[config.mk]
export PLATFORM = sky130hd
export DESIGN_NAME = regfile
export DESIGN_NICKNAME = d
export VERILOG_FILES = /design/src/rtl/cpu_pkg.sv /design/src/rtl/regfile.sv
export SDC_FILE = /design/constraint.sdc
export NUM_CORES = 1
export LEC_CHECK = 0
export BUFFER_PORTS_ARGS = -buffer_cell sky130_fd_sc_hd__buf_2
export CORE_ASPECT_RATIO = 1.2
export CORE_MARGIN = 2
export CORE_UTILIZATION = 56
export CTS_BUF_LIST = sky130_fd_sc_hd__clkbuf_8 sky130_fd_sc_hd__clkbuf_16
export DETAILED_ROUTE_END_ITERATION = 7
export HOLD_SLACK_MARGIN = 0.12
export PLACE_DENSITY = 0.77
export REMOVE_ABC_BUFFERS = 1
export SYNTH_ARGS = -nofsm -noshare
export SYNTH_HDL_FRONTEND = slang
export SYNTH_SLANG_ARGS = --single-unit
[constraint.sdc]
create_clock -name clk -period 2 [get_ports clk]
set_input_delay 0.4 -clock clk [delete_from_list [all_inputs] [get_ports clk]]
set_output_delay 0.4 -clock clk [all_outputs]
set_load 0.01 [all_outputs]
[src/rtl/cpu_pkg.sv]
`default_nettype none

package cpu_pkg;

	// major opcode, instr[15:12]
	typedef enum logic [3:0] {
		OP_REG   = 4'd0,  // ext picks the operation
		OP_ANDI  = 4'd1,
		OP_ORI   = 4'd2,
		OP_XORI  = 4'd3,
		OP_MEM   = 4'd4,  // load / stor / jcond
		OP_ADDI  = 4'd5,
		OP_LSHI  = 4'd8,  // ext[0]: 0 left, 1 right
		OP_SUBI  = 4'd9,
		OP_CMPI  = 4'd11,
		OP_BCOND = 4'd12,
		OP_MOVI  = 4'd13
	} op_e;

	// extension field, instr[7:4]
	localparam logic [3:0] EXT_AND   = 4'd1;
	localparam logic [3:0] EXT_OR    = 4'd2;
	localparam logic [3:0] EXT_XOR   = 4'd3;
	localparam logic [3:0] EXT_ADD   = 4'd5;
	localparam logic [3:0] EXT_SUB   = 4'd9;
	localparam logic [3:0] EXT_CMP   = 4'd11;
	localparam logic [3:0] EXT_MOV   = 4'd13;
	localparam logic [3:0] EXT_LOAD  = 4'd0;
	localparam logic [3:0] EXT_STOR  = 4'd4;
	localparam logic [3:0] EXT_JCOND = 4'd12;

	typedef enum logic [3:0] {
		ADD, SUB, CMP, AND, OR, XOR, MOV, LSH, RSH
	} alu_fn_e;

	typedef enum logic [3:0] {
		EQ = 4'd0,
		NE = 4'd1,
		CS = 4'd2,
		CC = 4'd3,
		LT = 4'd12, // n xor f
		GE = 4'd13,
		UC = 4'd14
	} cond_e;

	// bit positions in the 5-bit status word
	localparam int FLAG_C = 0;
	localparam int FLAG_L = 1;
	localparam int FLAG_F = 2;
	localparam int FLAG_Z = 3;
	localparam int FLAG_N = 4;

	typedef enum logic [1:0] {PC_INC, PC_DISP, PC_TGT, PC_RSVD} pc_mode_e;
	typedef enum logic {ADDR_PC, ADDR_REG} addr_sel_e;
	typedef enum logic {SRC_REG, SRC_IMM} alu_src_e;
	typedef enum logic {WB_ALU, WB_MEM} wb_src_e;

	typedef struct packed {
		logic        pc_en;
		pc_mode_e    pc_mode;
		addr_sel_e   mem_addr_sel;
		logic        mem_we;
		logic        reg_we;
		alu_src_e    alu_src;
		wb_src_e     wb_src;
		alu_fn_e     alu_fn;
		logic [3:0]  rdest;
		logic [3:0]  rsrc;
		logic [15:0] imm; // already extended
	} ctrl_t;

	typedef struct packed {
		logic        psel;
		logic        penable;
		logic        pwrite;
		logic [15:0] paddr;
		logic [15:0] pwdata;
	} apb_req_t;

	typedef struct packed {
		logic [15:0] prdata;
		logic        pready;
		logic        pslverr;
	} apb_rsp_t;

endpackage

`default_nettype wire

[src/rtl/regfile.sv]
`timescale 1ns/1ps
`default_nettype none

module regfile import cpu_pkg::*; (
	input  wire clk,
	input  wire reset,
	input  wire we,
	input  wire [3:0] waddr,
	input  wire [15:0] wdata,
	input  wire [3:0] raddr_a,
	input  wire [3:0] raddr_b,
	output logic [15:0] rdata_a,
	output logic [15:0] rdata_b
);

	logic [15:0] regs [16];

	always_ff @(posedge clk or negedge reset) begin
		if (!reset) begin
			for (int i = 0; i < 16; i++) begin
				regs[i] <= 16'd0;
			end
		end else if (we) begin
			regs[waddr] <= wdata; // one register per edge
		end
	end

	// combinational reads, no bypass
	assign rdata_a = regs[raddr_a];
	assign rdata_b = regs[raddr_b];

endmodule

`default_nettype wire

# Yosys cells after proc, flatten, opt, wreduce, memory -nomap -nowiden
# Index checks and enable logic that the tools add are counted.
# word_totals
elab_cells	33
reg_bits	256
output_inout_bits	32
inputBits	31
# op_classes
n_reduce_logical	1
bitwise	3
magnitude_cmp	4
mux	9
# ops
operator	n
$bwmux W256	1
$bmux W16 S4	2
$mux W16	5
$demux W16 S4	1
$ge A5 B5 Y1 const B	3
$not A4 Y5	3
$lt A5 B1 Y1 const B	1
$logic_and A1 B1 Y1	1

# Depth between registers and ports, before layout
# depth
ltp_word	6
mapped_depth	6
ltp_nobuf	3

# Worst setup path before layout
# Ideal clock, no wire load.
# synth_timing
kind	in2out
from	in raddr_a[0]
to	out rdata_a[10]
cell_stages	5
path_slack_ps	-122
path_buffers	2
arrival_time_ps	1722
required_time_ps	1600
path_cell_list	buf_2 > buf_2 > mux4_2 > a22oi_1 > nand2_1
# synth_via
elab_chain_len	4
# synth_lines
item	line_no	source
from (decl)	regfile.sv:10	input wire [3:0] raddr_a,
$not A4 Y5 (not written as such)	regfile.sv:29	assign rdata_a = regs[raddr_a];
$bmux W16 S4	regfile.sv:29	
$mux W16 (not written as such) (2 in series)	regfile.sv:29	
to (decl)	regfile.sv:12	output logic [15:0] rdata_a,
# Every way passes these cells. The select of a mux whose other input is x is not followed.

# Worst setup path in the final report
# layout_timing
from	reg regs[97] (netlist bit)
to	out rdata_b[1]
# layout_via
elab_chain_len	3
# layout_lines
item	line_no	source
from (decl)	regfile.sv:16	logic [15:0] regs [16];
from (signal, indexed assignment)	regfile.sv:24	regs[waddr] <= wdata;
$bmux W16 S4	regfile.sv:30	assign rdata_b = regs[raddr_b];
$mux W16 (not written as such) (2 in series)	regfile.sv:30	
to (decl)	regfile.sv:13	output logic [15:0] rdata_b
# Every way passes these cells. The select of a mux whose other input is x is not followed.

==> impl_summary.log <==
[metrics] Overflow after GRT: 0
[metrics] fraction of final layout cells with drive strength greater than 1: 0.673
[metrics] # H-tree levels: 1
[metrics] final net count: 976
[metrics] setup-violating endpoint count in the final report: 32
[metrics] Final Max Tran Viols: 0
[metrics] clock-pin slew of the registers on the worst-case setup and hold paths: 60 ps
[metrics] TritonCTS clock tree: yes
[metrics] cell area after synthesis: 13500 µm²
[metrics] leading registers by flop count: regs: 256 flops
[metrics] number of distinct standard cells referenced by the synthesized netlist: 24
[metrics] die area: 25300 µm²
[metrics] flip-flop and latch count after synthesis: 256
[metrics] number of global-route vias before repair: 9151
[metrics] type of the setup path with the least slack: reg -> out
[metrics] number of clock sinks: 256
[metrics] leakage power: 0.00670 µW
[metrics] maxcap violations: 0
[metrics] slew margin rel.: 0.410
[metrics] maximum clock skew at final layout: 0 ps
[metrics] cts bufs inserted: 25
[metrics] Vert. Die Dim: 174 µm
[metrics] number of fill cells in the layout: 1607
[metrics] buffer depth of the longest clock path: 3
[metrics] starting density of the core: 0.566
[metrics] Post-Route WL: 35.0 mm
[metrics] post-DP HPWL: 21.1 mm
[metrics] Warnings, synthesis: 0
[metrics] count of final hold-check violations: 0
[metrics] Worst Slack Setup Final: -272 ps
[metrics] IO Pins: 63
[metrics] FP Rows: 62
[metrics] number of instances in the synthesized netlist: 849
[metrics] Critical Path RT: 1600 ps
[metrics] power per standard cell area: 985 nW/µm²
[metrics] placer's final routability congestion estimate: 0.786
[metrics] Clock Latency Late Sink: 520 ps
[metrics] overall track demand over capacity in global routing: 0.284
[metrics] wire length of the first global-routing pass: 54.5 mm
[metrics] Chip Width: 146 µm
[metrics] antenna-violating nets left: 0
[metrics] Initial DRT Pass Iterations: 5
[metrics] area growth from synthesis to layout: 18.8%
[metrics] Detailed Route Iter0 Violations: 663
[metrics] endpoint type of the worst setup path: primary output
[metrics] class of the most critical hold timing path: in -> async
[metrics] post-detailed-route DRC marker count: 0
[metrics] worst supply voltage drop on vdd: 0.616 mV
[metrics] critical path startpoint category: flop
[metrics] period utilization: 1.14
[metrics] Root Buffer: clkbuf_16
[metrics] maximum number of pins on one net before global-route repair: 65
[metrics] Post-Route Utilization: 0.672
[metrics] highest net fanout along the worst path: 3
[metrics] Slew @ Worst Pin: 881 ps
[metrics] routed via count divided by cell count: 6.64
[metrics] RSZ-0062 raised after global routing: yes
[metrics] antenna violations before repair: 1
[metrics] DR vias: 8488
[metrics] area of combinational cells with multiple inputs: 6990 µm²
[metrics] result of the run: finished, violations left
[metrics] Avg WL per Cell: 27.3 µm
[metrics] Fin Setup TNS: -6570 ps
[metrics] shortest period the worst path allows: 2270 ps
[metrics] post-synthesis average cell area: 15.9 µm²
[metrics] IO buf count: 62
[metrics] failing checks: setup timing
[metrics] sequential cell area: 6410 µm²
[metrics] top register by number of flip-flops: regs
[metrics] worst reg2reg path depth: 3
[metrics] max FFs per register: 256
[metrics] sequential area share after synthesis: 0.476
[metrics] arrival time of data at the critical path endpoint: 1870 ps
[metrics] highest attainable clock frequency: 0.440 GHz
[metrics] Floorplan Core Area: 23800 µm²
==> path summary, 6_finish.rpt <==
check	startpoint	slack, ps	endpoint
worst max-delay path	regs[97]	-270	rdata_b[1]
worst min-delay path	reset	320	regs[220]
worst max register to register	regs[248]	980	regs[248]
worst min register to register	regs[144]	520	regs[144]
max in group asynchronous	reset	1000	regs[215]
min in group clk	wdata[3]	330	regs[99]
==> through the flow <==
stage / hold slack (ps) / cell area (µm²) / total power (µW) / instances / setup slack (ps)
floorplan: 104 / 13100 / 9690 / 769 / 196
global placement: 275 / 14900 / 10900 / 1227 / -319
detailed placement: 274 / 14900 / 11100 / 1227 / -319
CTS: 313 / 15900 / 15700 / 1274 / -276
global route: 336 / 16000 / 16400 / 1277 / -316
finish: 318 / 16000 / 15800 / 1278 / -272
==> layer usage <==
| metal | up-vias | global-route usage | part of all wire |
|---|---|---|---|
| li1 | 3510 | - | - |
| met3 | 87 | 0.0449 | 0.061 |
| met4 | 0 | 0.100 | 0.032 |
| met1 | 4579 | 0.390 | 0.40 |
| met2 | 312 | 0.468 | 0.50 |
| met5 | - | 0 | 0 |
==> final cells by class <==
cell class / instances / area share
Clock buffer: 31 / 0.0443
Sequential cell: 256 / 0.400
Multi-Input combinational cell: 513 / 0.437
Clock inverter: 8 / 0.00235
Antenna cell: 1 / 0.000156
Tap cell: 320 / 0.0250
Timing Repair Buffer: 149 / 0.0913
==> Yosys cell counts <==
library cell,instances,area (µm²)
nand3b_1,2,15.0
nor3_2,6,60.1
and2_1,2,12.5
mux2_2,245,2760
nor2_2,4,25.0
buf_1,6,22.5
mux4_2,128,2880
nand2b_4,2,27.5
mux2_4,11,165
nand2_1,34,128
a22oi_1,64,480
nor2_1,4,15.0
buf_8,1,15.0
nor2b_1,4,25.0
or3_1,2,12.5
nor4_4,1,21.3
nand2b_1,1,6.26
clkbuf_1,38,143
or4_4,1,11.3
dfrtp_1,256,6410
nand3_1,2,10.0
buf_4,6,45.0
buf_6,6,67.6
buf_2,23,115
==> placed cells by master (no fill, tap or decap) <==
cell           instances
a22oi_1               12
a22oi_2               52
and2_1                 2
buf_12                37
buf_2                 57
buf_4                 50
buf_6                  3
buf_8                  1
clkbuf_16             25
clkbuf_8               6
clkinv_2               3
clkinvlp_4             1
dfrtp_1              256
diode_2                1
dlygate4sd3_1          1
inv_1                  4
mux2_2               245
mux2_4                11
mux4_2               128
nand2_1               31
nand2_2                3
nand2b_1               1
nand2b_4               2
nand3_1                2
nand3b_1               2
nor2_2                 8
nor2b_2                3
nor2b_4                1
nor3_4                 6
nor4_4                 1
or3_1                  2
or4_4                  1
==> worst max-delay path: stages, from the launching register on <==
cell     delay (ps)
dfrtp_1         420
mux4_2          500
a22oi_2         220
nand2_1          80
buf_2           140
==> kinds of logic after synthesis <==
logic type | share of synthesized area
compound gates | 0.0357
buf+inv | 0.0303
flops | 0.476
mux | 0.431
simple gates | 0.0274
==> report_power, final <==
| group | switching, µW | internal [µW] |
|---|---|---|
| Sequential | 905 | 6400 |
| Combinational | 1510 | 2550 |
| Clock | 1930 | 2470 |
==> what timing repair did <==
action / 4_1_cts / 5_1_grt
endpoints found under the hold margin: 226 / 0
buffers inserted: 7 / 3
hold buffers: 1 / 0
pin swaps: 67 / 3
resized for setup: 46 / 13
endpoints found under the setup margin: 32 / 32
No activity file was read; power rests on OpenSTA's default activity.
