==> config.mk <==
export PLATFORM = sky130hd
export DESIGN_NAME = control_and_decoder
export DESIGN_NICKNAME = d
export VERILOG_FILES = /design/src/rtl/cpu_pkg.sv /design/src/rtl/control_and_decoder.sv
export SDC_FILE = /design/constraint.sdc
export NUM_CORES = 1
export LEC_CHECK = 0
export ABC_AREA = 1
export ABC_CLOCK_PERIOD_IN_PS = 1500
export BUFFER_PORTS_ARGS = -buffer_cell sky130_fd_sc_hd__buf_2
export CELL_PAD_IN_SITES_DETAIL_PLACEMENT = 0
export CELL_PAD_IN_SITES_GLOBAL_PLACEMENT = 1
export CORE_AREA = 2 2 77 79
export CTS_CLUSTER_DIAMETER = 30
export DETAILED_ROUTE_END_ITERATION = 8
export DIE_AREA = 0 0 79 81
export GPL_ROUTABILITY_DRIVEN = 0
export PLACE_DENSITY_LB_ADDON = 0.08
export SLEW_MARGIN = 20
export SYNTH_ARGS = -nofsm -noshare
export SYNTH_HDL_FRONTEND = slang
export SYNTH_SLANG_ARGS = --single-unit
==> constraint.sdc <==
create_clock -name clk -period 1.5 [get_ports clk]
set_input_delay 0.375 -clock clk [delete_from_list [all_inputs] [get_ports clk]]
set_output_delay 0.375 -clock clk [all_outputs]
set_load 0.01 [all_outputs]
==> src/rtl/cpu_pkg.sv <==
`default_nettype none

package cpu_pkg;

	// major opcode, instr[15:12]
	typedef enum logic [3:0] {
		OP_REG   = 4'd0,  // ext picks the operation
		OP_ANDI  = 4'd1,
		OP_ORI   = 4'd2,
		OP_XORI  = 4'd3,
		OP_MEM   = 4'd4,  // load / stor / jcond
		OP_ADDI  = 4'd5,
		OP_LSHI  = 4'd8,  // ext[0]: 0 left, 1 right
		OP_SUBI  = 4'd9,
		OP_CMPI  = 4'd11,
		OP_BCOND = 4'd12,
		OP_MOVI  = 4'd13
	} op_e;

	// extension field, instr[7:4]
	localparam logic [3:0] EXT_AND   = 4'd1;
	localparam logic [3:0] EXT_OR    = 4'd2;
	localparam logic [3:0] EXT_XOR   = 4'd3;
	localparam logic [3:0] EXT_ADD   = 4'd5;
	localparam logic [3:0] EXT_SUB   = 4'd9;
	localparam logic [3:0] EXT_CMP   = 4'd11;
	localparam logic [3:0] EXT_MOV   = 4'd13;
	localparam logic [3:0] EXT_LOAD  = 4'd0;
	localparam logic [3:0] EXT_STOR  = 4'd4;
	localparam logic [3:0] EXT_JCOND = 4'd12;

	typedef enum logic [3:0] {
		ADD, SUB, CMP, AND, OR, XOR, MOV, LSH, RSH
	} alu_fn_e;

	typedef enum logic [3:0] {
		EQ = 4'd0,
		NE = 4'd1,
		CS = 4'd2,
		CC = 4'd3,
		LT = 4'd12, // n xor f
		GE = 4'd13,
		UC = 4'd14
	} cond_e;

	// bit positions in the 5-bit status word
	localparam int FLAG_C = 0;
	localparam int FLAG_L = 1;
	localparam int FLAG_F = 2;
	localparam int FLAG_Z = 3;
	localparam int FLAG_N = 4;

	typedef enum logic [1:0] {PC_INC, PC_DISP, PC_TGT, PC_RSVD} pc_mode_e;
	typedef enum logic {ADDR_PC, ADDR_REG} addr_sel_e;
	typedef enum logic {SRC_REG, SRC_IMM} alu_src_e;
	typedef enum logic {WB_ALU, WB_MEM} wb_src_e;

	typedef struct packed {
		logic        pc_en;
		pc_mode_e    pc_mode;
		addr_sel_e   mem_addr_sel;
		logic        mem_we;
		logic        reg_we;
		alu_src_e    alu_src;
		wb_src_e     wb_src;
		alu_fn_e     alu_fn;
		logic [3:0]  rdest;
		logic [3:0]  rsrc;
		logic [15:0] imm; // already extended
	} ctrl_t;

	typedef struct packed {
		logic        psel;
		logic        penable;
		logic        pwrite;
		logic [15:0] paddr;
		logic [15:0] pwdata;
	} apb_req_t;

	typedef struct packed {
		logic [15:0] prdata;
		logic        pready;
		logic        pslverr;
	} apb_rsp_t;

endpackage

`default_nettype wire

==> src/rtl/control_and_decoder.sv <==
`timescale 1ns/1ps
`default_nettype none

module control_and_decoder import cpu_pkg::*; (
	input  wire clk,
	input  wire reset,
	input  wire run,              // core held in fetch while low
	input  wire [15:0] instr,     // q_a
	input  wire [4:0] flags_next, // from alu
	output logic [4:0] flags,     // stored status word
	output ctrl_t ctrl
);

	typedef enum logic [1:0] {FETCH, DECODE, EXECUTE, WRITEBACK} state_e;

	state_e state;
	logic [15:0] ir;
	op_e op;
	logic [3:0] ext;
	logic is_load;
	logic taken;
	logic [15:0] sext8;
	logic [15:0] zext8;
	ctrl_t dec; // decoded from ir before state gating

	function automatic logic cond_true(input cond_e cc, input logic [4:0] f);
		case (cc)
			EQ: return f[FLAG_Z];
			NE: return !f[FLAG_Z];
			CS: return f[FLAG_C];
			CC: return !f[FLAG_C];
			LT: return f[FLAG_N] ^ f[FLAG_F];
			GE: return !(f[FLAG_N] ^ f[FLAG_F]);
			UC: return 1'b1;
			default: return 1'b0; // unknown code never taken
		endcase
	endfunction

	assign op = op_e'(ir[15:12]);
	assign ext = ir[7:4];
	assign is_load = (op == OP_MEM) && (ext == EXT_LOAD);
	assign taken = cond_true(cond_e'(ir[11:8]), flags);
	assign sext8 = {{8{ir[7]}}, ir[7:0]};
	assign zext8 = {8'd0, ir[7:0]};

	always_ff @(posedge clk or negedge reset) begin
		if (!reset) begin
			state <= FETCH;
			ir <= 16'd0; // decodes as a nop
			flags <= 5'd0;
		end else begin
			case (state)
				FETCH:     if (run) state <= DECODE;
				DECODE:    state <= EXECUTE;
				EXECUTE:   state <= is_load ? WRITEBACK : FETCH;
				WRITEBACK: state <= FETCH;
			endcase
			if (state == DECODE) ir <= instr; // read data lands here
			if (ctrl.pc_en) flags <= flags_next; // flags move with pc
		end
	end

	always_comb begin
		dec = '0;
		dec.alu_fn = MOV; // mov keeps the flags
		dec.rdest = ir[11:8];
		dec.rsrc = ir[3:0];
		case (op)
			OP_REG: begin
				dec.reg_we = 1'b1;
				case (ext)
					EXT_ADD: dec.alu_fn = ADD;
					EXT_SUB: dec.alu_fn = SUB;
					EXT_AND: dec.alu_fn = AND;
					EXT_OR:  dec.alu_fn = OR;
					EXT_XOR: dec.alu_fn = XOR;
					EXT_MOV: dec.alu_fn = MOV;
					EXT_CMP: begin
						dec.alu_fn = CMP;
						dec.reg_we = 1'b0; // flags only
					end
					default: dec.reg_we = 1'b0;
				endcase
			end
			OP_ANDI, OP_ORI, OP_XORI: begin
				dec.reg_we = 1'b1;
				dec.alu_src = SRC_IMM;
				dec.imm = zext8;
				dec.alu_fn = (op == OP_ANDI) ? AND : (op == OP_ORI) ? OR : XOR;
			end
			OP_ADDI, OP_SUBI, OP_MOVI: begin
				dec.reg_we = 1'b1;
				dec.alu_src = SRC_IMM;
				dec.imm = sext8;
				dec.alu_fn = (op == OP_ADDI) ? ADD : (op == OP_SUBI) ? SUB : MOV;
			end
			OP_CMPI: begin
				dec.alu_src = SRC_IMM;
				dec.imm = sext8;
				dec.alu_fn = CMP;
			end
			OP_LSHI: begin
				dec.reg_we = 1'b1;
				dec.alu_src = SRC_IMM;
				dec.imm = {12'd0, ir[3:0]}; // amount sits in the rsrc field
				dec.alu_fn = ext[0] ? RSH : LSH;
			end
			OP_MEM: begin
				if (ext == EXT_LOAD || ext == EXT_STOR) dec.mem_addr_sel = ADDR_REG;
				if (ext == EXT_STOR) dec.mem_we = 1'b1;
				if (ext == EXT_JCOND && taken) dec.pc_mode = PC_TGT;
			end
			OP_BCOND: begin
				dec.imm = sext8; // displacement
				if (taken) dec.pc_mode = PC_DISP;
			end
			default: ; // reserved opcode runs as a nop
		endcase
	end

	// let the decode through only where the state allows writes
	always_comb begin
		ctrl = dec;
		ctrl.pc_en = 1'b0;
		ctrl.mem_we = 1'b0;
		ctrl.reg_we = 1'b0;
		ctrl.mem_addr_sel = ADDR_PC; // fetch address otherwise
		case (state)
			EXECUTE: begin
				ctrl.pc_en = !is_load; // load finishes in writeback
				ctrl.mem_we = dec.mem_we;
				ctrl.reg_we = dec.reg_we;
				ctrl.mem_addr_sel = dec.mem_addr_sel; // load address goes out here
			end
			WRITEBACK: begin
				ctrl.pc_en = 1'b1;
				ctrl.pc_mode = PC_INC;
				ctrl.reg_we = 1'b1;
				ctrl.wb_src = WB_MEM;
			end
			default: ;
		endcase
	end

	// state register never holds an unknown code
	a_state_known: assert property (@(posedge clk) disable iff (!reset)
		!$isunknown(state));

	a_we_excl: assert property (@(posedge clk) disable iff (!reset)
		!(ctrl.mem_we && ctrl.reg_we));

endmodule

`default_nettype wire

Word level (Yosys, flattened, before mapping)
Index checks and enable logic that the tools add are counted.

Reductions and logical operators: 17. Bitwise operators: 1. Eq/ne operators: 29. Mux-type cells: 26.

Operators with widths (number): $eq 4x4->1 const B (12); $pmux 16 s3 (1); $eq 4x2->1 const B (6); $pmux 4 s5 (1); $pmux 3 s6 (1); $eq 4x3->1 const B (4); $eq 4x1->1 const B (3); $logic_not 4->1 (3); $mux 2 (6); $mux 3 (3); $pmux 2 s4 (1); $reduce_or 8->1 (1); $mux 1 (7); $pmux 1 s7 (1); $reduce_or 7->1 (1); $pmux 1 s2 (3); $reduce_or 3->1 (2); $reduce_or 6->1 (1); $reduce_or 5->1 (1); $eq 2x2->1 const B (2); $logic_not 1->1 (4); $mux 4 (1); $pmux 2 s2 (1); $eq 2x1->1 const B (1); other kinds (5) (6).

Input port bits: 24. Logic and storage cells: 76. Register bits: 23.

Longest topological paths before layout
Depth after elaboration: 7. Mapped depth: 8.

Worst setup path before layout
No wires, ideal clock.

Kind: register -> output. From: reg ir[12]. To: out ctrl[10] (netlist bit). Arrival: 1452 ps. Required time: 1125 ps. Path buffers: 1. Cell stages (with the launch flop): 6. Path slack: -327 ps. Cell sequence: dfrtp_1 > inv_1 > nor2_1 > nand3_1 > a21oi_1 > buf_4.

RTL lines: start: declaration (RTL line control_and_decoder.sv:17) `logic [15:0] ir;`; start signal: assignment (RTL line control_and_decoder.sv:58) `if (state == DECODE) ir <= instr;`; end: declaration (RTL line control_and_decoder.sv:11) `output ctrl_t ctrl`.

==> results_dict.tcl <==
set metrics [dict create \
    tightest_slew_ns 0.580 \
    n_fill_cell 633 \
    ioPinCount 65 \
    critical_path_class "reg -> out" \
    grt_pass1_wl_um 7320 \
    cellLeakagePower_uw 0.00125 \
    dp_slack_ns -0.137 \
    nets 331 \
    grt_max_degree 24 \
    ant_nets 0 \
    hold_viol 0 \
    synth_nets 235 \
    fp.dieArea_mm2 0.00640 \
    place_inst 365 \
    ys_warn_count 0 \
    final-instance-count-excl-fill 381 \
    drt_iter0_markers 68 \
    ctsHoldBuffers 0 \
    post-route-min-period_ns 1.95 \
    area_growth_pct 54.0 \
    wl_per_cell_um 12.1 \
    clock-sinks 23 \
    path_clk_slew_ns 0.10 \
    slew_viol_final 0 \
    clock_path_buffers 2 \
    clk_latency_ns 0.27 \
    diodes 0 \
    final_common_cell "buf_2" \
    htreeDepth 1 \
    place_area_mm2 0.00205 \
    yosysSeqAreaShare_pct 38.1 \
    r2r-end "flags[1]" \
    period_share_pct 130 \
    ir_drop_uv 539 \
    ys_seq_elements 23 \
    setup_violations 27 \
    post-route-drc-count 0 \
    coreArea_mm2 0.00568 \
    rsz0062_at_grt "true" \
    status "finished, violations left" \
    numCtsBuffers 3 \
    ys_types 21 \
    ff2ff_setup_slack_ns 0.14 \
    worstSetupEndpointType "output pin" \
    die_x_um 79 \
    failed_checks "setup timing" \
    fin_skew_ns 0.00850 \
    final_cell_mix "buf_2, nand2_1, buf_4" \
    vias_per_cell 4.25 \
    start_util_pct 26.6 \
    vias 1620 \
    holdCritPathClass "in -> async" \
    cp_data_arrival_time_ns 1.58 \
    drt_wl_total_um 4610 \
    startpoint_type "flip-flop" \
    syn_area_mm2 0.00151 \
    grtUsageTotal_pct 14.7 \
    grt_pass1_vias 1461 \
    avgSynthCellArea_um2 7.16 \
    stdcell_area_mm2 0.00233 \
    port_buffers 64 \
    first_pass_iters 4 \
    worstPathRequired_ns 1.12 \
    fmax_mhz 512 \
    postSynthCellCount 211 \
    die-height_um 81 \
    timing.rr.start "ir[15]" \
    dp_hpwl_um 3520 \
    drive_gt1_share_pct 53.6 \
    fin_util_pct 41.0 \
    fin_ws_ns -0.455 \
    reg2regPathDepth 8 \
    cts_tree "done" \
    cts-root-buf "clkbuf_8" \
    antenna_found_initial 0 \
    grt_overflow 0 \
    max-slew-margin-rel_pct 61.3 \
    power_density_mw_per_mm2 1680 \
    fp-row-count 28 \
    cp_max_fo 5 \
    maxCapViolations 0 \
]
## power by group
part | switching [uW] | leakage (uW) | internal [uW] | total, uW
Combinational | 1260 | 0.000965 | 1150 | 2410
Sequential | 252 | 0.000261 | 822 | 1070
Clock | 231 | 0.0000217 | 188 | 420
## cells in the mapped netlist
library cell,instances,area (um^2)
buf_2,1,5.00
dfrtp_1,23,576
nand3b_1,1,7.51
inv_2,2,7.51
mux2_2,7,78.8
nand2_1,56,210
nor2_2,2,12.5
nand4_1,3,18.8
nor2_4,1,11.3
nor3_2,1,10.0
nor4_1,1,6.26
buf_4,15,113
inv_1,18,67.6
o21ai_0,6,30.0
a21oi_1,13,65.1
o21bai_1,1,7.51
o21a_1,1,7.51
nor2_1,29,109
buf_6,2,22.5
nand3_1,24,120
nand2_2,4,25.0
## cell families after synthesis
kind of cell	synth area share, %
buffers and inverters	14.2
AO/OA/AOI/OAI	7.29
multiplexers	5.22
flip-flops	38.1
AND/OR/NAND/NOR	35.1
## layout make-up
class	count	area [um^2]	area share, %
clock buffers	3	41.3	1.78
clock inverters	1	7.51	0.323
inverters	20	77.6	3.34
multi-input cells	150	857	36.8
flip-flops and latches	23	583	25.1
well taps	75	93.8	4.03
repair buffers	109	666	28.6
## worst max-delay path, cell delays in order (launching register included)
cell and delay [ns]:
dfrtp_2 0.44, buf_6 0.13, nor2_4 0.13, inv_2 0.08
nand3_4 0.12, nand2_4 0.09, o21ai_1 0.14, nand2_1 0.06
buf_2 0.13
## metal layers
layer / wire length (um) / track usage (%)
met1: 2190 / 20.7
met2: 2080 / 22.8
met3: 306 / 4.11
met4: 26 / 2.59
met5: 0 / 0
## timing repair
action | CTS | global route
pin swaps | 5 | 8
endpoints found under the setup margin | 28 | 28
gates cloned | 0 | 0
setup buffers | 3 | 9
resized for setup | 18 | 29
## metrics by stage
| stage | power, uW | TNS (ns) | hold slack [ns] |
|---|---|---|---|
| floorplan | 2340 | -0.109 | 0.0794 |
| global placement | 3140 | -3.11 | 0.406 |
| detailed placement | 3130 | -2.70 | 0.407 |
| CTS | 3680 | -10.56 | 0.101 |
| global route | 4240 | -13.95 | 0.121 |
| finish | 3910 | -11.17 | 0.0833 |
## worst max path at each step
| stage | from | cells past startpoint | endpoint | slack (ns) |
|---|---|---|---|---|
| floorplan | ir[14] | 6 | ctrl[10] | -0.01 |
| global placement | ir[13] | 7 | ctrl[3] | -0.16 |
| detailed placement | ir[14] | 7 | ctrl[10] | -0.14 |
| CTS | ir[15] | 7 | ctrl[3] | -0.43 |
| global route | ir[14] | 7 | ctrl[13] | -0.57 |
| finish | ir[14] | 8 | ctrl[0] | -0.45 |
## flip-flops by register name (all words and copies together) (netlist names)
name	flops
ir	16
flags	5
state	2
Power figures use the tool's default switching activity.
