**src/rtl/cpu_pkg.sv**
```systemverilog
`default_nettype none

package cpu_pkg;

	// major opcode, instr[15:12]
	typedef enum logic [3:0] {
		OP_REG   = 4'd0,  // ext picks the operation
		OP_ANDI  = 4'd1,
		OP_ORI   = 4'd2,
		OP_XORI  = 4'd3,
		OP_MEM   = 4'd4,  // load / stor / jcond
		OP_ADDI  = 4'd5,
		OP_LSHI  = 4'd8,  // ext[0]: 0 left, 1 right
		OP_SUBI  = 4'd9,
		OP_CMPI  = 4'd11,
		OP_BCOND = 4'd12,
		OP_MOVI  = 4'd13
	} op_e;

	// extension field, instr[7:4]
	localparam logic [3:0] EXT_AND   = 4'd1;
	localparam logic [3:0] EXT_OR    = 4'd2;
	localparam logic [3:0] EXT_XOR   = 4'd3;
	localparam logic [3:0] EXT_ADD   = 4'd5;
	localparam logic [3:0] EXT_SUB   = 4'd9;
	localparam logic [3:0] EXT_CMP   = 4'd11;
	localparam logic [3:0] EXT_MOV   = 4'd13;
	localparam logic [3:0] EXT_LOAD  = 4'd0;
	localparam logic [3:0] EXT_STOR  = 4'd4;
	localparam logic [3:0] EXT_JCOND = 4'd12;

	typedef enum logic [3:0] {
		ADD, SUB, CMP, AND, OR, XOR, MOV, LSH, RSH
	} alu_fn_e;

	typedef enum logic [3:0] {
		EQ = 4'd0,
		NE = 4'd1,
		CS = 4'd2,
		CC = 4'd3,
		LT = 4'd12, // n xor f
		GE = 4'd13,
		UC = 4'd14
	} cond_e;

	// bit positions in the 5-bit status word
	localparam int FLAG_C = 0;
	localparam int FLAG_L = 1;
	localparam int FLAG_F = 2;
	localparam int FLAG_Z = 3;
	localparam int FLAG_N = 4;

	typedef enum logic [1:0] {PC_INC, PC_DISP, PC_TGT, PC_RSVD} pc_mode_e;
	typedef enum logic {ADDR_PC, ADDR_REG} addr_sel_e;
	typedef enum logic {SRC_REG, SRC_IMM} alu_src_e;
	typedef enum logic {WB_ALU, WB_MEM} wb_src_e;

	typedef struct packed {
		logic        pc_en;
		pc_mode_e    pc_mode;
		addr_sel_e   mem_addr_sel;
		logic        mem_we;
		logic        reg_we;
		alu_src_e    alu_src;
		wb_src_e     wb_src;
		alu_fn_e     alu_fn;
		logic [3:0]  rdest;
		logic [3:0]  rsrc;
		logic [15:0] imm; // already extended
	} ctrl_t;

	typedef struct packed {
		logic        psel;
		logic        penable;
		logic        pwrite;
		logic [15:0] paddr;
		logic [15:0] pwdata;
	} apb_req_t;

	typedef struct packed {
		logic [15:0] prdata;
		logic        pready;
		logic        pslverr;
	} apb_rsp_t;

endpackage

`default_nettype wire

```
**src/rtl/alu.sv**
```systemverilog
`timescale 1ns/1ps
`default_nettype none

module alu import cpu_pkg::*; (
	input  wire [15:0] a,        // rdest
	input  wire [15:0] b,        // rsrc or immediate
	input  wire alu_fn_e fn,
	input  wire [4:0] flags,     // stored flags
	output logic [15:0] result,
	output logic [4:0] flags_next
);

	logic [16:0] sum;
	logic [16:0] diff;
	logic add_ovf;
	logic sub_ovf;

	assign sum = {1'b0, a} + {1'b0, b};
	assign diff = {1'b0, a} - {1'b0, b}; // bit 16 is the borrow
	// signed overflow: operand signs vs result sign
	assign add_ovf = (a[15] == b[15]) && (sum[15] != a[15]);
	assign sub_ovf = (a[15] != b[15]) && (diff[15] != a[15]);

	always_comb begin
		result = a;
		flags_next = flags; // untouched unless the op says so
		case (fn)
			ADD: begin
				result = sum[15:0];
				flags_next[FLAG_C] = sum[16];
				flags_next[FLAG_F] = add_ovf;
			end
			SUB: begin
				result = diff[15:0];
				flags_next[FLAG_C] = diff[16];
				flags_next[FLAG_F] = sub_ovf;
			end
			CMP: begin
				// result unused, decoder drops the write
				flags_next[FLAG_L] = diff[16];          // a < b unsigned
				flags_next[FLAG_Z] = (diff[15:0] == 16'd0);
				flags_next[FLAG_N] = diff[15];          // raw sign
				flags_next[FLAG_F] = sub_ovf;           // so lt = n ^ f
			end
			AND: result = a & b;
			OR:  result = a | b;
			XOR: result = a ^ b;
			MOV: result = b;
			LSH: result = a << b[3:0];
			RSH: result = a >> b[3:0]; // logical
			default: result = a;
		endcase
	end

endmodule

`default_nettype wire

```
**config.mk**
```make
export PLATFORM = sky130hd
export DESIGN_NAME = alu
export DESIGN_NICKNAME = d
export VERILOG_FILES = /design/src/rtl/cpu_pkg.sv /design/src/rtl/alu.sv
export SDC_FILE = /design/constraint.sdc
export NUM_CORES = 1
export LEC_CHECK = 0
export ABC_CLOCK_PERIOD_IN_PS = 10100
export BUFFER_PORTS_ARGS = -buffer_cell sky130_fd_sc_hd__clkbuf_2
export CAP_MARGIN = 20
export CELL_PAD_IN_SITES_DETAIL_PLACEMENT = 1
export CELL_PAD_IN_SITES_GLOBAL_PLACEMENT = 2
export CORE_MARGIN = 2
export CORE_UTILIZATION = 35
export DETAILED_ROUTE_END_ITERATION = 8
export GPL_ROUTABILITY_DRIVEN = 0
export PLACE_DENSITY_LB_ADDON = 0.1
export SLEW_MARGIN = 10
export SYNTH_ARGS = -nofsm -noshare
export SYNTH_HDL_FRONTEND = slang
export SYNTH_SLANG_ARGS = --single-unit
```
**constraint.sdc**
```tcl
create_clock -name vclk -period 10.1
set_clock_uncertainty 0.1 [all_clocks]
set_input_delay 1.01 -clock vclk [all_inputs]
set_output_delay 1.01 -clock vclk [all_outputs]
set_load 0.005 [all_outputs]
```
# Word-level counts from Yosys, hierarchy flattened
# Index checks and enable logic that the tools add are counted.
word_totals:
  reg_bits: 0
  output_inout_bits: 21
  word_cells: 29
op_classes:
  add_sub_neg: 2
  eq_ne: 12
  n_shift: 2
  muxes: 5
  bitwise_logic: 3
  reduce_logical: 5
op_table:
  columns: ["cell", "count"]
  rows:
  - ["$pmux W16 S8", 1]
  - ["$add A16 B16 Y17", 1]
  - ["$sub A16 B16 Y17", 1]
  - ["$and A16 B16 Y16", 1]
  - ["$eq A4 B3 Y1 const B", 4]
  - ["$logic_not A16 Y1", 1]
  - ["$or A16 B16 Y16", 1]
  - ["$shl A16 B4 Y16", 1]
  - ["$shr A16 B4 Y16", 1]
  - ["$xor A16 B16 Y16", 1]
  - ["$eq A4 B2 Y1 const B", 2]
  - ["$eq A4 B1 Y1 const B", 1]
  - ["$eq A4 B4 Y1 const B", 1]
  - ["$logic_not A4 Y1", 1]
  - ["$pmux W1 S2", 2]
  - ["$ne A1 B1 Y1", 3]
  - ["$logic_and A1 B1 Y1", 2]
  - ["$mux W2", 1]
  - ["$reduce_or A2 Y1", 1]
  - ["$eq A1 B1 Y1", 1]
  - ["$mux W1", 1]

# Logic depth before layout (Yosys ltp)
# Gate-level depths: netlist (run 1).
logic_depth:
  word_depth: 4
  ltp_mapped: 11

# Worst setup path after synthesis (run 1)
# OpenSTA, ideal clock, no wires.
synth_timing:
  path_kind: "input -> output"
  startpoint: "input port b[1]"
  endpoint: "output port flags_next[4]"
  arrival_ps: 3940
  required_time_ps: 8990
  slack_ps: 5050
  path_stages: 11
  n_path_buf: 2
  cell_sequence: "clkinv_1 > clkbuf_1 > clkbuf_1 > ha_1 > or2_1 > a221oi_4 > o21ai_2 > o211a_1 > o41ai_4 > xnor2_1 > mux2_2"
synth_between:
  elab_chain_len: 2
synth_lines:
  columns: ["element", "line_no", "source"]
  rows:
  - ["from (decl)", "alu.sv:6", "input wire [15:0] b,"]
  - ["$sub A16 B16 Y17", "alu.sv:19", "assign diff = {1'b0, a} - {1'b0, b};"]
  - ["$mux W2", "alu.sv:27", "case (fn)"]
  - ["to (decl)", "alu.sv:10", "output logic [4:0] flags_next"]
# No other way between the ends.

# Worst setup path after layout (run 1)
layout_timing:
  startpoint: "input port b[1]"
  endpoint: "output port result[13]"
layout_between:
  elab_chain_len: 2
  word_cells_on_any_way: 5
  classes_between: "add/sub: 2; shift: 2; mux: 1"
layout_lines:
  columns: ["element", "line_no", "source"]
  rows:
  - ["$sub A16 B16 Y17, or another cell as far along", "alu.sv:19", null]
  - ["$pmux W16 S8 (*)", "alu.sv:27", null]
  - ["to (decl)", "alu.sv:9", "output logic [15:0] result,"]
# Every way passes the cells marked *; elsewhere a longest branch is shown, timed or not.

==> run summary, run 1 <==
The smallest hold slack came out at 2232 ps. The reported max-cap violation count came out at 0. The delay contributed by the slowest stage of the critical path came out at 970 ps.

The share of synthesized cell area in and, or, nand and nor gates is 24.26%. The post-synthesis compound-gate area fraction came out at 38.54%. At the worst endpoint, the arrival time is 5330 ps. Setup violations remaining at the end of the flow were counted as 0.

For this block, the via count after detailed routing is 5,420. In the final layout, the share of cells above drive strength 1 is 15.88%. The sum of net half-perimeters after detailed placement is 16,670 um. The number of diodes is 0. The net count of the finished layout is 770. The transition time at the pin with the least slew margin is 1056 ps. The final total negative setup slack came out at 0 ps.

The detail-routed via count per cell is 6.407. The post-CTS repair timing setup buffer count came out at 0. The part of the cycle the worst path needs came out at 63.75%. The number of buffers and inverters on the critical path is 3. The detailed-router iteration count before antenna repair is 5. The fraction of the mapped netlist area in adder cells came out at 15.03%. The DRC violations left came out at 0.

After Yosys synthesis, XOR and XNOR cells account for 1.747% of the synthesized area. The share of the Yosys chip area taken by registers is 0%. Global routing used 38.08% of the available met1 tracks. The portion of synthesized area spent on multiplexers is 11.23%.

The worst-path maximum fanout is 30. The final-report hold violation count was 0. Per report_power, the clock group accounts for 0% of the total.

The finished cells cover 4862 um2. The number of global-route vias before repair is 5,421. The routing usage on met3 is 1.114%. The switching power total is 177.8 uW. The die span in x is 117.6 um. The number of different library cells in the post-synthesis netlist is 83. The critical path data required time is 8990 ps. The relative slew slack is 29.55%. The total chip power is 277.1 uW. The area growth from synthesis to final layout came out at 7.735%. The initial antenna violation count is 0.

The slowest stage of the critical path belongs to the cell clkinv_1. The die height came out at 117.6 um. After global routing, the most crowded layer is met2. Counting stages on the worst path, the most repeated cell is clkbuf_2. The hold buffer count at CTS is 0. The sum of routed wire length over all layers came out at 20,910 um. The average footprint of a synthesized cell is 6.901 um2.

The worst setup path is launched from an input pin. The first global-routing pass estimated 31,680 um of wire. The static leakage power came out at 2.046 nW. The number of routed nets with antenna violations came out at 0. Setup repair after global routing left no endpoint under its margin. The cell area reported after detailed placement came out at 4862 um2. After the first detailed-routing iteration, the DRC count stood at 430. Global routing used 51.06% of the available met2 tracks. The part of the power in registers is 0%. The switching part of the total power is 64.15%. The cell row count came out at 41. The total placed cells including tap cells came out at 846. The worst setup path is of the input pin to primary output kind. The die outline area came out at 13,820 um2.

The ratio of total power to cell area came out at 57.00 nW/um2. The I/O pin count is 62. For this run the aggregate overflow at the end of global routing stands at 0. The cell area after synthesis came out at 4513 um2. Broken down by cell family, the worst path's largest delay share belongs to buffers and inverters. In this run the worst hold path is classified as input pin to primary output. The worst setup path is captured at a primary output. The internal portion of the total power is 99.36 uW.

The time the worst path needs with I/O delays and setup is 6439 ps. The main combinational cell family by area after synthesis is compound AO/OA/AOI/OAI gates. The effective utilization at floorplan is 35.76%. Counting every net in the synthesized netlist gives 748. The sequential cell count came out at 0. The port buffer count came out at 62. The number of non-filler instances in the completed layout is 846. In the final routed layout, each cell accounts on average for 24.71 um. The pin count of the biggest net entering global routing came out at 49. The share of total power in combinational logic is 100.0%. Registers take 0 um2. The maximum ir drop on the vdd rail came out at 21.96 uV. Across every metal layer, demand over resource in global routing totals 28.82%.

The number of warnings printed during yosys synthesis is 0. The synthesized instance count came out at 654. Walking the worst path, the cells encountered are clkbuf_2, clkinv_1, ha_1, a21oi_1, o21bai_1, nor4_1, nor4b_1, or4_1, a31o_2, a2bb2oi_1, clkbuf_2.

The clock buffer count in the final layout came out at 0. The count of instances resized after the clock tree is built is 0. The total core area is 12,620 um2. The flow ran to the end, and the final reports show no timing, DRC or antenna violations. The number of max-slew violations in the final report came out at 0. The highest attainable clock frequency came out at 155.3 MHz.
==> cell families (layout without fill, tap and decap cells) <==
family | after synthesis | in the layout
AOI/OAI and AO/OA | 235 | 235
xor gates and xnor gates | 9 | 9
adders and majority gates | 53 | 53
buffers and inverters | 98 | 118
muxes | 44 | 44
and+or+nand+nor | 215 | 215
==> synthesized netlist by cell type (7+ instances only) <==
cell type / n / area [um2]
nand2b_1: 9 / 56.30
mux2_2: 13 / 146.4
ha_1: 51 / 638.1
a211oi_1: 23 / 172.7
clkbuf_1: 28 / 105.1
inv_1: 46 / 172.7
nor3_1: 19 / 95.09
a21oi_1: 47 / 235.2
nor2_1: 65 / 244.0
nand2_1: 44 / 165.2
or3_1: 13 / 81.33
xnor2_1: 7 / 61.31
o211ai_1: 10 / 75.07
nor2b_1: 12 / 75.07
o21ai_0: 37 / 185.2
buf_2: 11 / 55.05
a211o_1: 9 / 78.83
mux2i_1: 27 / 270.3
nand3_1: 10 / 50.05
==> layer usage <==
layer  share of wire, %  wire length (um)  vias up
met2                 47              9864      196
li1                   -                 -     2526
met5                  0                 0        -
met3                4.8              1011       41
met1                 44              9282     2657
met4                3.6               748        0
==> through the flow <==
stage	util (%)	setup WS (ps)
finish	38.53	3661
global route	38.53	3276
CTS	38.53	3701
detailed placement	38.53	3722
global placement	38.53	3871
floorplan	-	5050
==> worst paths after layout <==
check  startpoint       endpoint  cells after the start
max          b[1]     result[13]                     11
min      flags[4]  flags_next[4]                      3
==> power groups by stage <==
stage	clock network, mW	registers, mW	logic (mW)
finish	0	0	0.277
global route	0	0	0.299
CTS	0	0	0.273
detailed placement	0	0	0.271
global placement	0	0	0.267
floorplan	0	0	0.181
==> cell type report <==
cell class	instances	area [um2]
Fill cell	1633	7757
Inverter	50	187.7
Multi-Input combinational cell	556	4104
Tap cell	172	215.2
Timing Repair Buffer	68	355.3
==> layout by cell type (no fill, tap or decap), types with 5 or more instances in the layout <==
master and n:
xnor2_1 7, ha_1 51, o211ai_1 10, nor3_1 19, o221ai_1 5, nor4_1 6, nor2b_1 12, o22ai_1 6
a211o_1 9, nand3_1 10, or3_1 13, o41ai_1 5, a221oi_1 5, mux2i_1 27, a21oi_1 47, mux2_2 13
o31ai_1 6, inv_1 46, or4_1 6, buf_4 6, clkbuf_2 62, nand2_1 44, a22oi_1 5, a211oi_1 23
a2111oi_0 5, o21ai_0 36, o22a_1 5, nand2b_1 9, nor2_1 65, a32oi_1 6
Power figures use the tool's default switching activity.
==> run 2, diff against run 1 <==
- ABC_CLOCK_PERIOD_IN_PS: 10100 -> 5350
- CORE_UTILIZATION: 35 -> 31
- clock period: 10.1 -> 5.35 ns (I/O delays scaled with it)
==> run summary, run 2 (same netlist as run 1, synthesis figures left out) <==
The run finished with clean final reports. The wire length of the first global-routing pass came out at 32,060 um (+1.2%). The hold buffer count at CTS came out at 0 (unchanged).

The number of fillers in the final layout is 1,847 (+13%). The reported max-cap violation count is 0 (unchanged). The maximum ir drop on the vdd rail came to 44.18 uV (+100%). The total placed cells including tap cells is 867 (+2.5%). Setup repair after global routing left no endpoint under its margin. The design internal power came out at 191.3 uW (+93%). The footprint of the multi-input gates is 4104 um2 (unchanged). The critical path goes through clkbuf_2, inv_1, ha_1, inv_1, fa_1, xnor2_1, nor3_1, nand2_1, or4_1, a2111o_1, a2111o_1, o31ai_2, clkbuf_2. The switching part of the total power came to 63.70% (-0.45 points).

The count of instances resized after the clock tree is built came out at 0 (unchanged). The path class of the tightest hold or removal check is input pin to primary output. The detailed router's first-iteration violation count came to 435 (+1.2%). The aggregate global-route resource usage came out at 25.99% (-2.8 points).

The post-CTS repair timing setup buffer count is 0 (unchanged). The detailed-router iteration count before antenna repair is 5 (unchanged). The delay contributed by the slowest stage of the critical path came out at 480 ps (-490 ps). Grouping stages by cell kind, the critical path spends the most delay in compound AO/OA/AOI/OAI gates.

The post-route cell area is 4945 um2 (+1.7%). The die outline area was 15,540 um2 (+12%). The sum of routed wire length over all layers came out at 21,250 um (+1.7%).

The die span in x came out at 124.7 um (+6.0%). The number of non-filler instances in the completed layout is 867 (+2.5%). The area growth from synthesis to final layout came out at 9.565%. The transition time at the pin with the least slew margin is 907.6 ps (-148.6 ps). The sort of element at the end of the critical path is a primary output. The highest attainable clock frequency is 232.9 MHz. The library cell used most frequently in the layout, excluding fill and tap cells, is nor2_1. The part of the power in registers is 0% (unchanged).

The clock buffer count in the final layout is 0 (unchanged). The effective utilization at floorplan came out at 31.41% (-4.4 points). The final total negative setup slack came out at 0 ps (unchanged). The fraction of layout instances using a drive strength above 1 came to 16.98% (+1.1 points). In the layout the commonest cells are nor2_1 (65), clkbuf_2 (62), ha_1 (51).

The data arrival time of the worst path is 3660 ps (-1670 ps). The total chip power came to 526.9 uW (+90%). The initial antenna violation count came out at 0 (unchanged). The kind of launch point of the worst setup path is an input pin. The static leakage power is 2.090 nW (+2.1%). The smallest hold slack was 1270 ps (-962.2 ps).

The part of the total power dissipated in the clock network was 0% (unchanged). The via total after detailed routing is 5,300 (-2.2%). The port buffer count is 62 (unchanged). The residual overflow from global routing is 0 (unchanged). The detail-routed via count per cell is 6.113 (-4.6%).

The library cell contributing the largest single delay on the critical path is fa_1. The worst-path maximum fanout came out at 6 (-80%). The I/O pin count is 62 (unchanged). The number of diodes came to 0 (unchanged).

The cell area reported after detailed placement was 4945 um2 (+1.7%). The relative slew slack came out at 39.37% (+9.8 points). The ratio of total power to cell area came to 106.6 nW/um2 (+87%). The die height was 124.7 um (+6.0%). The total core area is 14,370 um2 (+14%).

The final setup violation count is 0 (unchanged). The post-layout net count is 779 (+1.2%). The setup path with the least slack is of type input pin to primary output. The share of total power in combinational logic is 100.0% (about the same). The switching power total was 335.7 uW (+89%). The cell row count was 44 (+7.3%). The total buffers and inverters traversed by the critical path is 4 (+1). The number of global-route vias before repair is 5,256 (-3.0%). The time the worst path needs with I/O delays and setup came out at 4294 ps. The critical path data required time is 4720 ps (-4270 ps). The number of routed nets with antenna violations is 0 (unchanged). The final-report hold violation count is 0 (unchanged). After layout, the worst path uses 80.26% of the clock period. The per-cell routed wire length is 24.51 um (-0.81%). The sum of net half-perimeters after detailed placement came out at 17,160 um (+3.0%).

The sequential cell count was 0 (unchanged). The DRC violations left came out at 0 (unchanged). The number of max-slew violations in the final report came out at 0 (unchanged). The footprint of the flip-flops and latches is 0 um2 (unchanged).

The pin count of the biggest net entering global routing came to 48 (-2.0%).
[run 2: changes by cell type in the layout (fill, tap and decap cells not counted)]
cell	previous run	this run
buf_4	6	15
[run 2: path summary, 6_finish.rpt]
kind | from | end | slack, ps | depth (start not counted)
setup / recovery | a[0] | flags_next[3] | 1060 | 13
hold / removal | flags[4] | flags_next[4] | 1270 | 3
[run 2: stage by stage]
step | worst slack, ps | util, %
2_1_floorplan | 1250 | -
3_3_place_gp | 1183 | 34.41
6_report | 1056 | 34.41
4_1_cts | 1081 | 34.41
3_5_place_dp | 1108 | 34.41
5_1_grt | 871.8 | 34.41
[run 2: final cells by class]
type,instances,share of cell area [%]
Inverter,50,3.796
Multi-Input combinational cell,556,83.00
Tap cell,184,4.656
Timing Repair Buffer,77,8.553
[run 2: worst min-delay path: cells and delay by family]
kind     cells  cell delay [ps]
buf+inv      2              170
mux          1              130
[run 2: metal layers]
layer,part of all wire [%],global-route usage [%]
met5,0,0
met1,45,35.68
met2,47,44.20
met3,4.0,1.632
met4,3.3,6.742
[run 2: power by group through the flow]
stage               Sequential [mW]  Clock [mW]  Combinational, mW
finish                            0           0              0.527
global route                      0           0              0.573
CTS                               0           0              0.523
detailed placement                0           0              0.520
global placement                  0           0              0.514
floorplan                         0           0              0.342
==> run 3, diff against run 2 <==
- ABC_CLOCK_PERIOD_IN_PS: 5350 -> 3700
- clock period: 5.35 -> 3.7 ns (I/O delays scaled with it)
==> run summary, run 3 (same netlist as run 1, synthesis figures left out) <==
The reported max-cap violation count is 0 (unchanged). The ratio of total power to cell area is 156.1 nW/um2 (+46%). The fraction of layout instances using a drive strength above 1 came out at 24.02% (+7.0 points). The hold path depth is 3 (unchanged). The hold buffer count at CTS is 0 (unchanged).

The smallest hold slack was 950.5 ps (-319.6 ps). The launch instance of the worst min-delay path is flags[4]. The number of max-slew violations in the final report came to 0 (unchanged). The time the worst path needs with I/O delays and setup came out at 3583 ps. The post-layout net count is 833 (+6.9%). The initial antenna violation count is 0 (unchanged). The depth of the critical timing path with buffers and inverters included was 11 (-2).

The total chip power is 843.1 uW (+60%). The footprint of the flip-flops and latches came to 0 um2 (unchanged). The pin count of the biggest net entering global routing is 47 (-2.1%).

The worst-path maximum fanout is 5 (-1). The number of routed nets with antenna violations came out at 0 (unchanged). The critical path goes through clkbuf_2, clkinvlp_4, ha_1, or2_1, a221oi_4, o21ai_2, o211a_1, or3_1, a21oi_1, a2bb2oi_1, clkbuf_2.

The maximum ir drop on the vdd rail is 70.77 uV (+60%). The per-cell routed wire length came to 24.53 um (about the same). The sort of element at the end of the critical path is a primary output. The die height came out at 124.7 um (unchanged). The delay contributed by the slowest stage of the critical path came to 410 ps (-70 ps). The kind of launch point of the worst setup path is an input pin. The data arrival time of the worst path is 3110 ps (-550 ps). By startpoint and endpoint, the worst setup path is classified as input pin to primary output. The total buffers and inverters traversed by the critical path came out at 3 (-1). The sum of net half-perimeters after detailed placement came out at 18,790 um (+9.5%).

The effective utilization at floorplan came out at 31.41% (unchanged). The sum of routed wire length over all layers is 22,590 um (+6.3%). In the layout the commonest cells are buf_4 (68), nor2_1 (65), clkbuf_2 (62). The I/O pin count came out at 62 (unchanged). The aggregate global-route resource usage is 28.05% (+2.1 points).

The end point of the worst hold path is flags_next[4]. The die span in x is 124.7 um (unchanged). The final total negative setup slack came out at 0 ps (unchanged). The number of fillers in the final layout came out at 1,858 (+0.60%). The sequential cell count is 0 (unchanged). The wire length of the first global-routing pass is 34,620 um (+8.0%). The detailed router's first-iteration violation count came out at 341 (-22%). The port buffer count is 62 (unchanged). Relative to the synthesized area, the layout overhead comes to 19.66%. The static leakage power came out at 2.365 nW (+13%). The DRC violations left is 0 (unchanged). The library cell used most frequently in the layout, excluding fill and tap cells, is buf_4. On the critical path, the stage with the largest delay is an instance of or3_1. The detailed-router iteration count before antenna repair is 6 (+1). Static timing analysis puts the maximum clock frequency at 279.1 MHz. The relative slew slack is 63.08% (+24 points). The run finished with clean final reports. The number of diodes came out at 0 (unchanged).

The die outline area is 15,540 um2 (unchanged). The transition time at the pin with the least slew margin is 549.6 ps (-358.0 ps). The footprint of the multi-input gates came to 4138 um2 (+0.82%). The worst hold path belongs to the class input pin to primary output.

The worst path uses 96.85% of the clock period. The via total after detailed routing is 5,695 (+7.5%). The most used cell along the critical path is clkbuf_2. The residual overflow from global routing came out at 0 (unchanged). The critical path data required time came out at 3230 ps (-1490 ps).

The clock buffer count in the final layout is 0 (unchanged). The cell row count came to 44 (unchanged). On the critical path the largest part of the delay comes from compound AO/OA/AOI/OAI gates. The final-report hold violation count is 0 (unchanged). Setup repair after global routing left no endpoint under its margin. The number of global-route vias before repair came out at 5,843 (+11%). The detail-routed via count per cell was 6.183 (+1.2%). The total core area is 14,370 um2 (unchanged). The final setup violation count is 0 (unchanged).
## run 3: per-stage QoR
stage | worst slack [ps] | utilization (%) | area [um2] | instances
after CTS | 25.34 | 37.27 | 5355 | 920
after floorplan | 127.3 | - | 4514 | 654
after global placement | 58.85 | 37.27 | 5355 | 920
after global routing | 6.650 | 37.58 | 5400 | 921
after detailed placement | 28.53 | 37.27 | 5355 | 920
final | 116.7 | 37.58 | 5400 | 921
## run 3: cell type report
type / instances / share of cell area [%]
multi-input combinational: 556 / 76.62
timing repair buffer: 131 / 15.57
tap: 184 / 4.263
inverter: 50 / 3.545
## run 3: per-layer routing
metal | GRT usage [%] | vias to the layer above | part of all wire [%]
met1 | 36.04 | 2801 | 44
met3 | 2.491 | 56 | 3.7
met2 | 48.79 | 194 | 47
met4 | 10.18 | 0 | 4.7
li1 | - | 2644 | -
met5 | 0 | - | 0
## run 3: repair_timing
action	CTS	global route
resized for setup	0	7
endpoints found under the setup margin	0	7
setup buffers	0	1
## run 3: where the power goes
group	internal, mW	switching [mW]
registers	0	0
clock network	0	0
logic	0.329	0.515
total	0.329	0.515
## run 3: worst max path at each step
stage / from / to / slack, ps
CTS: b[1] / flags_next[3] / 30
detailed placement: b[1] / flags_next[3] / 30
global placement: a[0] / flags_next[3] / 60
floorplan: b[1] / flags_next[3] / 130
finish: b[1] / result[13] / 120
global route: a[0] / flags_next[3] / 7
